### config.mk
export PLATFORM = sky130hd
export DESIGN_NAME = radio_core_top
export DESIGN_NICKNAME = d
export VERILOG_FILES = /design/src/radio_core_pkg.sv /design/src/settings_if.sv /design/src/sample_if.sv /design/src/db_gpio_ctrl.sv /design/src/bb_sample_source.sv /design/src/fe_correction.sv /design/src/radio_core_top.sv
export SDC_FILE = /design/constraint.sdc
export NUM_CORES = 1
export LEC_CHECK = 0
export BUFFER_PORTS_ARGS = -buffer_cell sky130_fd_sc_hd__buf_2
export CAP_MARGIN = 10
export CORE_ASPECT_RATIO = 1.25
export CORE_MARGIN = 3
export CORE_UTILIZATION = 62
export CTS_BUF_LIST = sky130_fd_sc_hd__clkbuf_8
export DETAILED_ROUTE_END_ITERATION = 12
export GPL_TIMING_DRIVEN = 0
export PLACE_DENSITY = 0.86
export REMOVE_ABC_BUFFERS = 1
export SYNTH_ARGS = -nofsm -noshare
export SYNTH_HDL_FRONTEND = slang
export SYNTH_SLANG_ARGS = --single-unit
### constraint.sdc
create_clock -name radio_clk -period 7.4 [get_ports radio_clk]
set_clock_uncertainty 0.1 [all_clocks]
set_input_delay 1.11 -clock radio_clk [delete_from_list [all_inputs] [get_ports radio_clk]]
set_output_delay 1.11 -clock radio_clk [all_outputs]
set_load 0.01 [all_outputs]
### src/radio_core_pkg.sv
package radio_core_pkg;

   // ------------------------------
   // widths
   // ------------------------------
   localparam int COMP_W   = 16;            // one I or Q component
   localparam int SAMPLE_W = 2 * COMP_W;    // I upper half, Q lower half
   localparam int WORD_W   = 32;            // settings, gpio and misc words
   localparam int ADDR_W   = 8;             // settings and readback address
   localparam int LED_W    = 3;
   localparam int NUM_ATR  = 4;             // one gpio word per atr state

   typedef logic        [SAMPLE_W-1:0] sample_t;
   typedef logic signed [COMP_W-1:0]   comp_t;
   typedef logic        [WORD_W-1:0]   word_t;
   typedef logic        [ADDR_W-1:0]   sr_addr_t;
   typedef logic        [LED_W-1:0]    led_t;      // {rx, txrx_tx, txrx_rx}

   // atr state, encoded as {run_tx, run_rx}
   typedef enum logic [1:0] {
      ATR_IDLE = 2'b00,
      ATR_RX   = 2'b01,
      ATR_TX   = 2'b10,
      ATR_FDX  = 2'b11
   } atr_state_t;

   // limits of one signed component
   localparam comp_t COMP_MAX = comp_t'(16'h7FFF);
   localparam comp_t COMP_MIN = comp_t'(16'h8000);

   // ------------------------------
   // settings register map
   // ------------------------------
   localparam sr_addr_t SR_DB_BASE = 8'd160;

   // four gpio words from here on, in atr order idle, rx, tx, fdx
   localparam sr_addr_t SR_DB_GPIO = SR_DB_BASE;
   localparam sr_addr_t SR_DB_DDR  = SR_DB_BASE + 8'd4;    // gpio direction
   localparam sr_addr_t SR_DB_MISC = SR_DB_BASE + 8'd5;    // misc output word

   // dc offsets, I in the upper 16 bits and Q in the lower
   localparam sr_addr_t SR_TX_FE_BASE = SR_DB_BASE + 8'd48;
   localparam sr_addr_t SR_RX_FE_BASE = SR_DB_BASE + 8'd64;

   // baseband pattern step, I increment in the upper 16 bits
   localparam sr_addr_t SR_BB_BASE = 8'd240;

   // ------------------------------
   // readback map
   // ------------------------------
   localparam sr_addr_t RB_DB_BASE   = 8'd16;
   localparam sr_addr_t RB_GPIO_IN   = RB_DB_BASE;           // raw db gpio pins
   localparam sr_addr_t RB_MISC_IN   = RB_DB_BASE + 8'd1;    // registered misc in
   localparam sr_addr_t RB_GPIO_OUT  = RB_DB_BASE + 8'd2;    // gpio word now driven
   localparam sr_addr_t RB_RX_OFFSET = RB_DB_BASE + 8'd3;    // rx dc offset word
   // everything else reads back as zero

endpackage

### src/settings_if.sv
`timescale 1ns/1ps

interface settings_if;
   import radio_core_pkg::*;

   logic     set_stb;     // one cycle write strobe
   sr_addr_t set_addr;    // target register of the write
   word_t    set_data;    // loaded on the strobe edge
   sr_addr_t rb_addr;     // readback select, taken with i_rb_stb

   // top level drives the bus from its ports
   modport host (
      output set_stb, set_addr, set_data, rb_addr
   );

   // register blocks decode and never drive
   modport regs (
      input set_stb, set_addr, set_data, rb_addr
   );

endinterface

### src/sample_if.sv
`timescale 1ns/1ps

interface sample_if;
   import radio_core_pkg::*;

   logic    rx_stb;       // rx_data valid this cycle
   sample_t rx_data;      // {I, Q}
   logic    tx_stb;       // tx_data valid this cycle
   sample_t tx_data;      // {I, Q}

   // baseband source side, already muxed and registered
   modport src (
      output rx_stb, rx_data, tx_stb, tx_data
   );

   // front end correction side
   modport dst (
      input rx_stb, rx_data, tx_stb, tx_data
   );

endinterface

### src/db_gpio_ctrl.sv
`timescale 1ns/1ps

module db_gpio_ctrl (
   input  logic                  radio_clk,
   input  logic                  i_arst_n,
   settings_if.regs              bus,
   input  logic                  i_rb_stb,
   input  logic                  i_rx_running,
   input  logic                  i_tx_running,
   input  radio_core_pkg::word_t i_db_gpio_in,
   input  radio_core_pkg::word_t i_misc_in,
   output radio_core_pkg::word_t o_rb_data,
   output radio_core_pkg::word_t o_db_gpio_out,
   output radio_core_pkg::word_t o_db_gpio_ddr,
   output radio_core_pkg::word_t o_misc_out,
   output radio_core_pkg::led_t  o_radio_led
);
   import radio_core_pkg::*;

   word_t      gpio_atr [NUM_ATR];   // output word per atr state
   word_t      gpio_ddr;             // direction, 1 = output
   word_t      misc_out;             // misc out before the output flop
   word_t      misc_in_q;            // misc in, registered once
   word_t      rx_offset;            // copy of the fe rx offset for readback
   atr_state_t atr;
   word_t      rb_mux;

   // ------------------------------
   // settings registers
   // ------------------------------
   always_ff @(posedge radio_clk or negedge i_arst_n)
   begin
      if (!i_arst_n)
      begin
         for (int k = 0; k < NUM_ATR; k++)
         begin
            gpio_atr[k] <= '0;
         end
         gpio_ddr  <= '0;
         misc_out  <= '0;
         rx_offset <= '0;
      end
      else if (bus.set_stb)
      begin
         for (int k = 0; k < NUM_ATR; k++)
         begin
            if (bus.set_addr == SR_DB_GPIO + sr_addr_t'(k))
            begin
               gpio_atr[k] <= bus.set_data;
            end
         end
         if (bus.set_addr == SR_DB_DDR)
         begin
            gpio_ddr <= bus.set_data;
         end
         if (bus.set_addr == SR_DB_MISC)
         begin
            misc_out <= bus.set_data;
         end
         // the same write also lands in fe_correction
         if (bus.set_addr == SR_RX_FE_BASE)
         begin
            rx_offset <= bus.set_data;
         end
      end
   end

   // ------------------------------
   // atr driven outputs
   // ------------------------------
   assign atr = atr_state_t'({i_tx_running, i_rx_running});

   always_ff @(posedge radio_clk or negedge i_arst_n)
   begin
      if (!i_arst_n)
      begin
         o_db_gpio_out <= '0;
         o_db_gpio_ddr <= '0;
         o_radio_led   <= '0;
         o_misc_out    <= '0;
         misc_in_q     <= '0;
      end
      else
      begin
         case (atr)
            ATR_IDLE: o_db_gpio_out <= gpio_atr[0];
            ATR_RX:   o_db_gpio_out <= gpio_atr[1];
            ATR_TX:   o_db_gpio_out <= gpio_atr[2];
            ATR_FDX:  o_db_gpio_out <= gpio_atr[3];
            default:  o_db_gpio_out <= gpio_atr[0];
         endcase
         o_db_gpio_ddr <= gpio_ddr;
         // rx, txrx_tx, then txrx_rx only when not transmitting
         o_radio_led   <= {i_rx_running, i_tx_running, i_rx_running & ~i_tx_running};
         o_misc_out    <= misc_out;     // second stage toward the pins
         misc_in_q     <= i_misc_in;
      end
   end

   // ------------------------------
   // readback
   // ------------------------------
   always_comb
   begin
      case (bus.rb_addr)
         RB_GPIO_IN:   rb_mux = i_db_gpio_in;
         RB_MISC_IN:   rb_mux = misc_in_q;
         RB_GPIO_OUT:  rb_mux = o_db_gpio_out;
         RB_RX_OFFSET: rb_mux = rx_offset;
         default:      rb_mux = '0;      // unmapped
      endcase
   end

   // loaded only on the strobe, holds between reads
   always_ff @(posedge radio_clk or negedge i_arst_n)
   begin
      if (!i_arst_n)
      begin
         o_rb_data <= '0;
      end
      else if (i_rb_stb)
      begin
         o_rb_data <= rb_mux;
      end
   end

endmodule

### src/bb_sample_source.sv
`timescale 1ns/1ps

module bb_sample_source (
   input  logic                    radio_clk,
   input  logic                    i_arst_n,
   settings_if.regs                bus,
   input  logic                    i_rx_running,
   input  logic                    i_tx_running,
   input  logic                    i_rx_stb,
   input  radio_core_pkg::sample_t i_adc_rx,
   input  logic                    i_tx_stb,
   input  radio_core_pkg::sample_t i_host_tx,
   sample_if.src                   samples
);
   import radio_core_pkg::*;

   comp_t   step;       // I increment, upper half of the step word
   comp_t   acc;        // I ramp, counts rx strobes while running
   sample_t pattern;

   // current ramp value as I, its inverse as Q
   assign pattern = {acc, ~acc};

   always_ff @(posedge radio_clk or negedge i_arst_n)
   begin
      if (!i_arst_n)
      begin
         step <= '0;
      end
      else if (bus.set_stb && (bus.set_addr == SR_BB_BASE))
      begin
         step <= comp_t'(bus.set_data[WORD_W-1 -: COMP_W]);
      end
   end

   // ------------------------------
   // ramp accumulator
   // ------------------------------
   always_ff @(posedge radio_clk or negedge i_arst_n)
   begin
      if (!i_arst_n)
      begin
         acc <= '0;
      end
      else if (!i_rx_running)
      begin
         acc <= '0;                 // restart from zero
      end
      else if (i_rx_stb)
      begin
         acc <= acc + step;         // sample saw the old value
      end
   end

   // substitute the pattern per direction, one register stage
   always_ff @(posedge radio_clk or negedge i_arst_n)
   begin
      if (!i_arst_n)
      begin
         samples.rx_stb  <= 1'b0;
         samples.rx_data <= '0;
         samples.tx_stb  <= 1'b0;
         samples.tx_data <= '0;
      end
      else
      begin
         samples.rx_stb  <= i_rx_stb;
         samples.rx_data <= i_rx_running ? pattern : i_adc_rx;
         samples.tx_stb  <= i_tx_stb;
         samples.tx_data <= i_tx_running ? pattern : i_host_tx;
      end
   end

endmodule

### src/fe_correction.sv
`timescale 1ns/1ps

module fe_correction (
   input  logic                    radio_clk,
   input  logic                    i_arst_n,
   settings_if.regs                bus,
   sample_if.dst                   samples,
   output logic                    o_rx_stb,
   output radio_core_pkg::sample_t o_host_rx,
   output logic                    o_tx_stb,
   output radio_core_pkg::sample_t o_dac_tx
);
   import radio_core_pkg::*;

   word_t   rx_off;     // {I offset, Q offset}
   word_t   tx_off;
   sample_t rx_corr;
   sample_t tx_corr;

   // ------------------------------
   // saturating arithmetic
   // ------------------------------
   function automatic comp_t sat_sum(input comp_t a, input comp_t b, input logic sub);
      logic signed [COMP_W:0] full;   // one guard bit is enough for a single add
      if (sub)
      begin
         full = a - b;
      end
      else
      begin
         full = a + b;
      end
      if (full > COMP_MAX)
      begin
         return COMP_MAX;
      end
      else if (full < COMP_MIN)
      begin
         return COMP_MIN;
      end
      return comp_t'(full);
   endfunction

   // apply an offset word to both halves of a sample
   function automatic sample_t correct(input sample_t s, input word_t off, input logic sub);
      comp_t i_part;
      comp_t q_part;
      i_part = sat_sum(comp_t'(s[SAMPLE_W-1 -: COMP_W]), comp_t'(off[WORD_W-1 -: COMP_W]), sub);
      q_part = sat_sum(comp_t'(s[COMP_W-1:0]), comp_t'(off[COMP_W-1:0]), sub);
      return {i_part, q_part};
   endfunction

   // ------------------------------
   // offset registers
   // ------------------------------
   always_ff @(posedge radio_clk or negedge i_arst_n)
   begin
      if (!i_arst_n)
      begin
         rx_off <= '0;
         tx_off <= '0;
      end
      else if (bus.set_stb)
      begin
         if (bus.set_addr == SR_RX_FE_BASE) rx_off <= bus.set_data;
         if (bus.set_addr == SR_TX_FE_BASE) tx_off <= bus.set_data;
      end
   end

   assign rx_corr = correct(samples.rx_data, rx_off, 1'b1);   // rx removes the offset
   assign tx_corr = correct(samples.tx_data, tx_off, 1'b0);   // tx adds it

   // one output stage, data held between strobes
   always_ff @(posedge radio_clk or negedge i_arst_n)
   begin
      if (!i_arst_n)
      begin
         o_rx_stb  <= 1'b0;
         o_host_rx <= '0;
         o_tx_stb  <= 1'b0;
         o_dac_tx  <= '0;
      end
      else
      begin
         o_rx_stb <= samples.rx_stb;
         o_tx_stb <= samples.tx_stb;
         if (samples.rx_stb) o_host_rx <= rx_corr;
         if (samples.tx_stb) o_dac_tx  <= tx_corr;
      end
   end

endmodule

### src/radio_core_top.sv
`timescale 1ns/1ps

module radio_core_top (
   input  logic                       radio_clk,
   input  logic                       i_arst_n,
   // settings and readback from the host
   input  logic                       i_set_stb,
   input  radio_core_pkg::sr_addr_t   i_set_addr,
   input  radio_core_pkg::word_t      i_set_data,
   input  logic                       i_rb_stb,
   input  radio_core_pkg::sr_addr_t   i_rb_addr,
   output radio_core_pkg::word_t      o_rb_data,
   // atr levels
   input  logic                       i_rx_running,
   input  logic                       i_tx_running,
   // sample streams
   input  logic                       i_rx_stb,
   input  radio_core_pkg::sample_t    i_adc_rx,
   input  logic                       i_tx_stb,
   input  radio_core_pkg::sample_t    i_host_tx,
   output logic                       o_rx_stb,
   output radio_core_pkg::sample_t    o_host_rx,
   output logic                       o_tx_stb,
   output radio_core_pkg::sample_t    o_dac_tx,
   // daughterboard pins and misc words
   input  radio_core_pkg::word_t      i_db_gpio_in,
   input  radio_core_pkg::word_t      i_misc_in,
   output radio_core_pkg::word_t      o_db_gpio_out,
   output radio_core_pkg::word_t      o_db_gpio_ddr,
   output radio_core_pkg::word_t      o_misc_out,
   output radio_core_pkg::led_t       o_radio_led
);

   settings_if set_bus ();   // shared by all three register blocks
   sample_if   smp ();       // bb source to front end

   // ------------------------------
   // host settings bus
   // ------------------------------
   assign set_bus.set_stb  = i_set_stb;
   assign set_bus.set_addr = i_set_addr;
   assign set_bus.set_data = i_set_data;
   assign set_bus.rb_addr  = i_rb_addr;

   // ------------------------------
   // slot blocks
   // ------------------------------
   db_gpio_ctrl u_db_gpio_ctrl (
      .radio_clk     (radio_clk),
      .i_arst_n      (i_arst_n),
      .bus           (set_bus.regs),
      .i_rb_stb      (i_rb_stb),
      .i_rx_running  (i_rx_running),
      .i_tx_running  (i_tx_running),
      .i_db_gpio_in  (i_db_gpio_in),
      .i_misc_in     (i_misc_in),
      .o_rb_data     (o_rb_data),
      .o_db_gpio_out (o_db_gpio_out),
      .o_db_gpio_ddr (o_db_gpio_ddr),
      .o_misc_out    (o_misc_out),
      .o_radio_led   (o_radio_led)
   );

   // pattern substitution comes first, correction after
   bb_sample_source u_bb_sample_source (
      .radio_clk    (radio_clk),
      .i_arst_n     (i_arst_n),
      .bus          (set_bus.regs),
      .i_rx_running (i_rx_running),
      .i_tx_running (i_tx_running),
      .i_rx_stb     (i_rx_stb),
      .i_adc_rx     (i_adc_rx),
      .i_tx_stb     (i_tx_stb),
      .i_host_tx    (i_host_tx),
      .samples      (smp.src)
   );

   fe_correction u_fe_correction (
      .radio_clk (radio_clk),
      .i_arst_n  (i_arst_n),
      .bus       (set_bus.regs),
      .samples   (smp.dst),
      .o_rx_stb  (o_rx_stb),
      .o_host_rx (o_host_rx),
      .o_tx_stb  (o_tx_stb),
      .o_dac_tx  (o_dac_tx)
   );

endmodule

==> flow_metrics.env <==
export IMPL_status="completed"
export IMPL_place_hpwl_um=49700
export IMPL_port_buffers=380
export IMPL_final_hold_violation_count=0
export IMPL_drc=0
export IMPL_drt_iter0_drc=1134
export IMPL_grt_overflow=0
export IMPL_synth_seq_area_share_pct=57.0
export IMPL_htree_num_levels=3
export IMPL_async_reset_ff_share_pct=100
export IMPL_tightest_slew_ps=1110
export IMPL_die_y_um=233
export IMPL_insertion_delay_ps=700
export IMPL_cts_resized=0
export IMPL_startpoint_type="flop"
export IMPL_ir_drop_mv=0.297
export IMPL_numCtsBuffers=88
export IMPL_cp_max_fo=15
export IMPL_max_cap_violations=0
export IMPL_wl_um=70500
export IMPL_synthMuxAreaShare_pct=19.2
export IMPL_routed_wl_met3_um=4720
export IMPL_place_gp_congestion=0.933
export IMPL_antenna_left=0
export IMPL_worstPathRequired_ps=7890
export IMPL_critPathArrivalTime_ps=4030
export IMPL_synth_compound_area_share_pct=8.79
export IMPL_hold_path_class="reg -> reg"
export IMPL_ys_ff_latch=583
export IMPL_synth_cell_types=76
export IMPL_clock_power_share_pct=39.2
export IMPL_synthXorXnorAreaFrac_pct=1.81
export IMPL_maxSlewViolCount=0
export IMPL_highest_layer="met5"
export IMPL_firstDrtPassIters=6
export IMPL_synth_edff_count=0
export IMPL_vias_per_cell=6.02
export IMPL_multiInputGateArea_um2=10100
export IMPL_r2r_setup_slack_ps=3860
export IMPL_cp_startpoint="u_db_gpio_ctrl.rx_offset[1]"
export IMPL_intPower_mw=5.35
export IMPL_grt_pass1_vias=19000
export IMPL_syn_to_final_growth_pct=18.3
export IMPL_r2r_start="u_db_gpio_ctrl.rx_offset[1]"
export IMPL_power_switching_mw=1.94
export IMPL_cts_setup_buffers=0
export IMPL_path_class="reg -> reg"
export IMPL_path_clk_slew_ps=70
export IMPL_dieArea_um2=43800
export IMPL_core_area_um2=40400
export IMPL_holdBufCountCts=0
export IMPL_synth_top_area_share_pct=57.0
export IMPL_syn_area_um2=25600
export IMPL_netlist_top_cells_area="dfrtp_1 57%, mux2_2 13%, mux4_2 4.1%, ha_1 3.9%, inv_1 2.3%"
export IMPL_wl_met1_um=26100
export IMPL_cp_endpoint="u_fe_correction.o_host_rx[2]"
export IMPL_power_frac_seq_pct=48.2
export IMPL_synthSimpleGateAreaFrac_pct=5.31
export IMPL_fin_crit_sh_pct=47.9
export IMPL_p_comb_share_pct=12.6
export IMPL_synth_top_family_by_area="multiplexers"
export IMPL_clockRootBuffer="clkbuf_8"
export IMPL_tritoncts="done"
export IMPL_syn_area_per_cell_um2=13.2
export IMPL_max_clock_freq_ghz=0.282
export IMPL_max_clock_path_buffers=3
export IMPL_drive_above_1_share_pct=38.0
export IMPL_reg2reg_depth=10
export IMPL_io_pins=381
export IMPL_cts_num_sinks=583
export IMPL_wl_per_cell_um=23.7
export IMPL_grtUsageTotal_pct=32.4
export IMPL_end_kind="flop"
export IMPL_yosysWarnings=0
export IMPL_yosys_area_top_type="dfrtp_1"
export IMPL_tns_ps=0
export IMPL_vias=17900
export IMPL_whs_ps=273
export IMPL_p_sw_share_pct=26.6
export IMPL_synth_cells=1945
export IMPL_fillers=2637
export IMPL_final_nets=2627
export IMPL_start_util_pct=63.4
export IMPL_fp_row_count=82
export IMPL_fin_crit_ps=3540
export IMPL_ys_flop_type="dfrtp_1"
export IMPL_grt_first_pass_wirelength_um=108000
export IMPL_r2r_end="u_fe_correction.o_host_rx[2]"
export IMPL_slew_headroom_pct=26.1
export IMPL_leakagePower_nw=15.5
export IMPL_post_synth_fa_ha_maj_area_fraction_pct=4.25
export IMPL_grt_max_degree=130
export IMPL_met2_length_um=36100
export IMPL_setup_viol=0
export IMPL_rsz0062_at_grt="false"
export IMPL_seqCellArea_um2=14600
export IMPL_die_width_um=188
export IMPL_grt_antenna_before_repair=14
export IMPL_powerDensity_nw_per_um2=241
## synth_stat cells (19+ instances only)
cell	number
mux4_2	47
mux2_2	307
o21ai_0	50
clkbuf_1	49
dfrtp_1	583
nor2b_1	24
ha_1	79
xor2_1	22
mux2i_1	40
xnor2_1	31
a31oi_1	28
nor2_1	89
o22ai_1	31
inv_1	155
a21o_1	25
a22oi_1	34
nand3_1	39
a21oi_1	45
buf_2	19
nand2_1	40
## stage by stage
stage,util [%],cells,power (mW),area [um2],setup WS [ps]
final,75.0,2978,7.29,30300,3860
after global routing,74.9,2975,7.58,30300,3580
after CTS,74.8,2968,7.33,30300,3860
after detailed placement,70.1,2814,4.47,28400,3160
after global placement,68.9,2790,4.42,27800,-6130
after floorplan,-,1864,4.02,25300,2510
## registers in the layout (all words and copies together), names as in the netlist
register / flops
u_db_gpio_ctrl.o_db_gpio_out: 32
u_db_gpio_ctrl.misc_out: 32
u_fe_correction.tx_off: 32
u_db_gpio_ctrl.o_misc_out: 32
u_db_gpio_ctrl.o_radio_led: 3
u_db_gpio_ctrl.gpio_atr: 128
u_db_gpio_ctrl.o_db_gpio_ddr: 32
u_bb_sample_source.samples.tx_stb: 1
u_db_gpio_ctrl.gpio_ddr: 32
u_bb_sample_source.samples.rx_data: 32
u_bb_sample_source.acc: 16
u_db_gpio_ctrl.rx_offset: 32
u_fe_correction.o_dac_tx: 32
u_bb_sample_source.samples.tx_data: 32
u_db_gpio_ctrl.o_rb_data: 32
u_fe_correction.o_host_rx: 32
u_fe_correction.o_rx_stb: 1
u_bb_sample_source.step: 16
u_db_gpio_ctrl.misc_in_q: 32
u_bb_sample_source.samples.rx_stb: 1
u_fe_correction.o_tx_stb: 1
## metal layers
metal  vias to the layer above  track usage, %
met4                        10            16.9
met5                         -               0
met1                      9143            38.1
met3                       180            7.34
li1                       7807               -
met2                       799            56.2
## cells by family (layout without fill, tap and decap cells)
group	count (synthesis)	in the layout
XOR/XNOR	53	53
AO/OA/AOI/OAI	323	323
AND/OR/NAND/NOR	271	271
adder cells (fa/ha/maj)	84	84
multiplexers	395	395
buffers and inverters	236	714
flip-flops	583	583
other	0	9
## worst max-delay path, cell delays in order, from the launching register on
cell,delay (ps)
dfrtp_1,400
inv_1,90
ha_1,270
nor2b_1,140
o31ai_1,480
a211oi_1,220
nor4_2,440
nor2_1,130
o31ai_4,780
o211ai_1,230
o21ai_0,150
## power by group through the flow
stage / sequential, mW / clock (mW) / combinational (mW)
5_1_grt: 3.53 / 3.04 / 1.00
3_5_place_dp: 3.56 / 0 / 0.909
6_report: 3.51 / 2.86 / 0.916
2_1_floorplan: 3.57 / 0 / 0.450
3_3_place_gp: 3.56 / 0 / 0.864
4_1_cts: 3.51 / 2.90 / 0.917
## final cells by class
cell class              instances  area share (%)
inverters                     155            1.92
well taps                     546            2.25
diodes                          9          0.0743
clock buffers                 108            4.91
clock inverters                46            1.38
repair buffers                405            7.89
flip-flops and latches        583            48.2
multi-input cells            1126            33.4
## layout by cell type, fill, tap and decap left out, drive strengths merged, types with 40 or more instances in the layout
| master | synthesis | routed |
|---|---|---|
| mux2 | 308 | 308 |
| a21oi | 46 | 46 |
| buf | 32 | 405 |
| nor2 | 90 | 90 |
| nand2 | 40 | 40 |
| inv | 155 | 183 |
| mux2i | 40 | 40 |
| o21ai | 64 | 64 |
| mux4 | 47 | 47 |
| ha | 79 | 79 |
| dfrtp | 583 | 583 |
| clkbuf | 49 | 108 |
## how the worst min path moves through the flow
stage                                start                              end  cells after the start
6_report       u_db_gpio_ctrl.misc_out[21]    u_db_gpio_ctrl.o_misc_out[21]                      0
5_1_grt        u_db_gpio_ctrl.misc_out[20]    u_db_gpio_ctrl.o_misc_out[20]                      0
4_1_cts        u_db_gpio_ctrl.misc_out[20]    u_db_gpio_ctrl.o_misc_out[20]                      0
3_5_place_dp    u_db_gpio_ctrl.gpio_ddr[6]  u_db_gpio_ctrl.o_db_gpio_ddr[6]                      0
3_3_place_gp    u_db_gpio_ctrl.misc_out[7]     u_db_gpio_ctrl.o_misc_out[7]                      0
2_1_floorplan   u_db_gpio_ctrl.misc_out[0]     u_db_gpio_ctrl.o_misc_out[0]                      0
(Power assumes the default switching activity.)
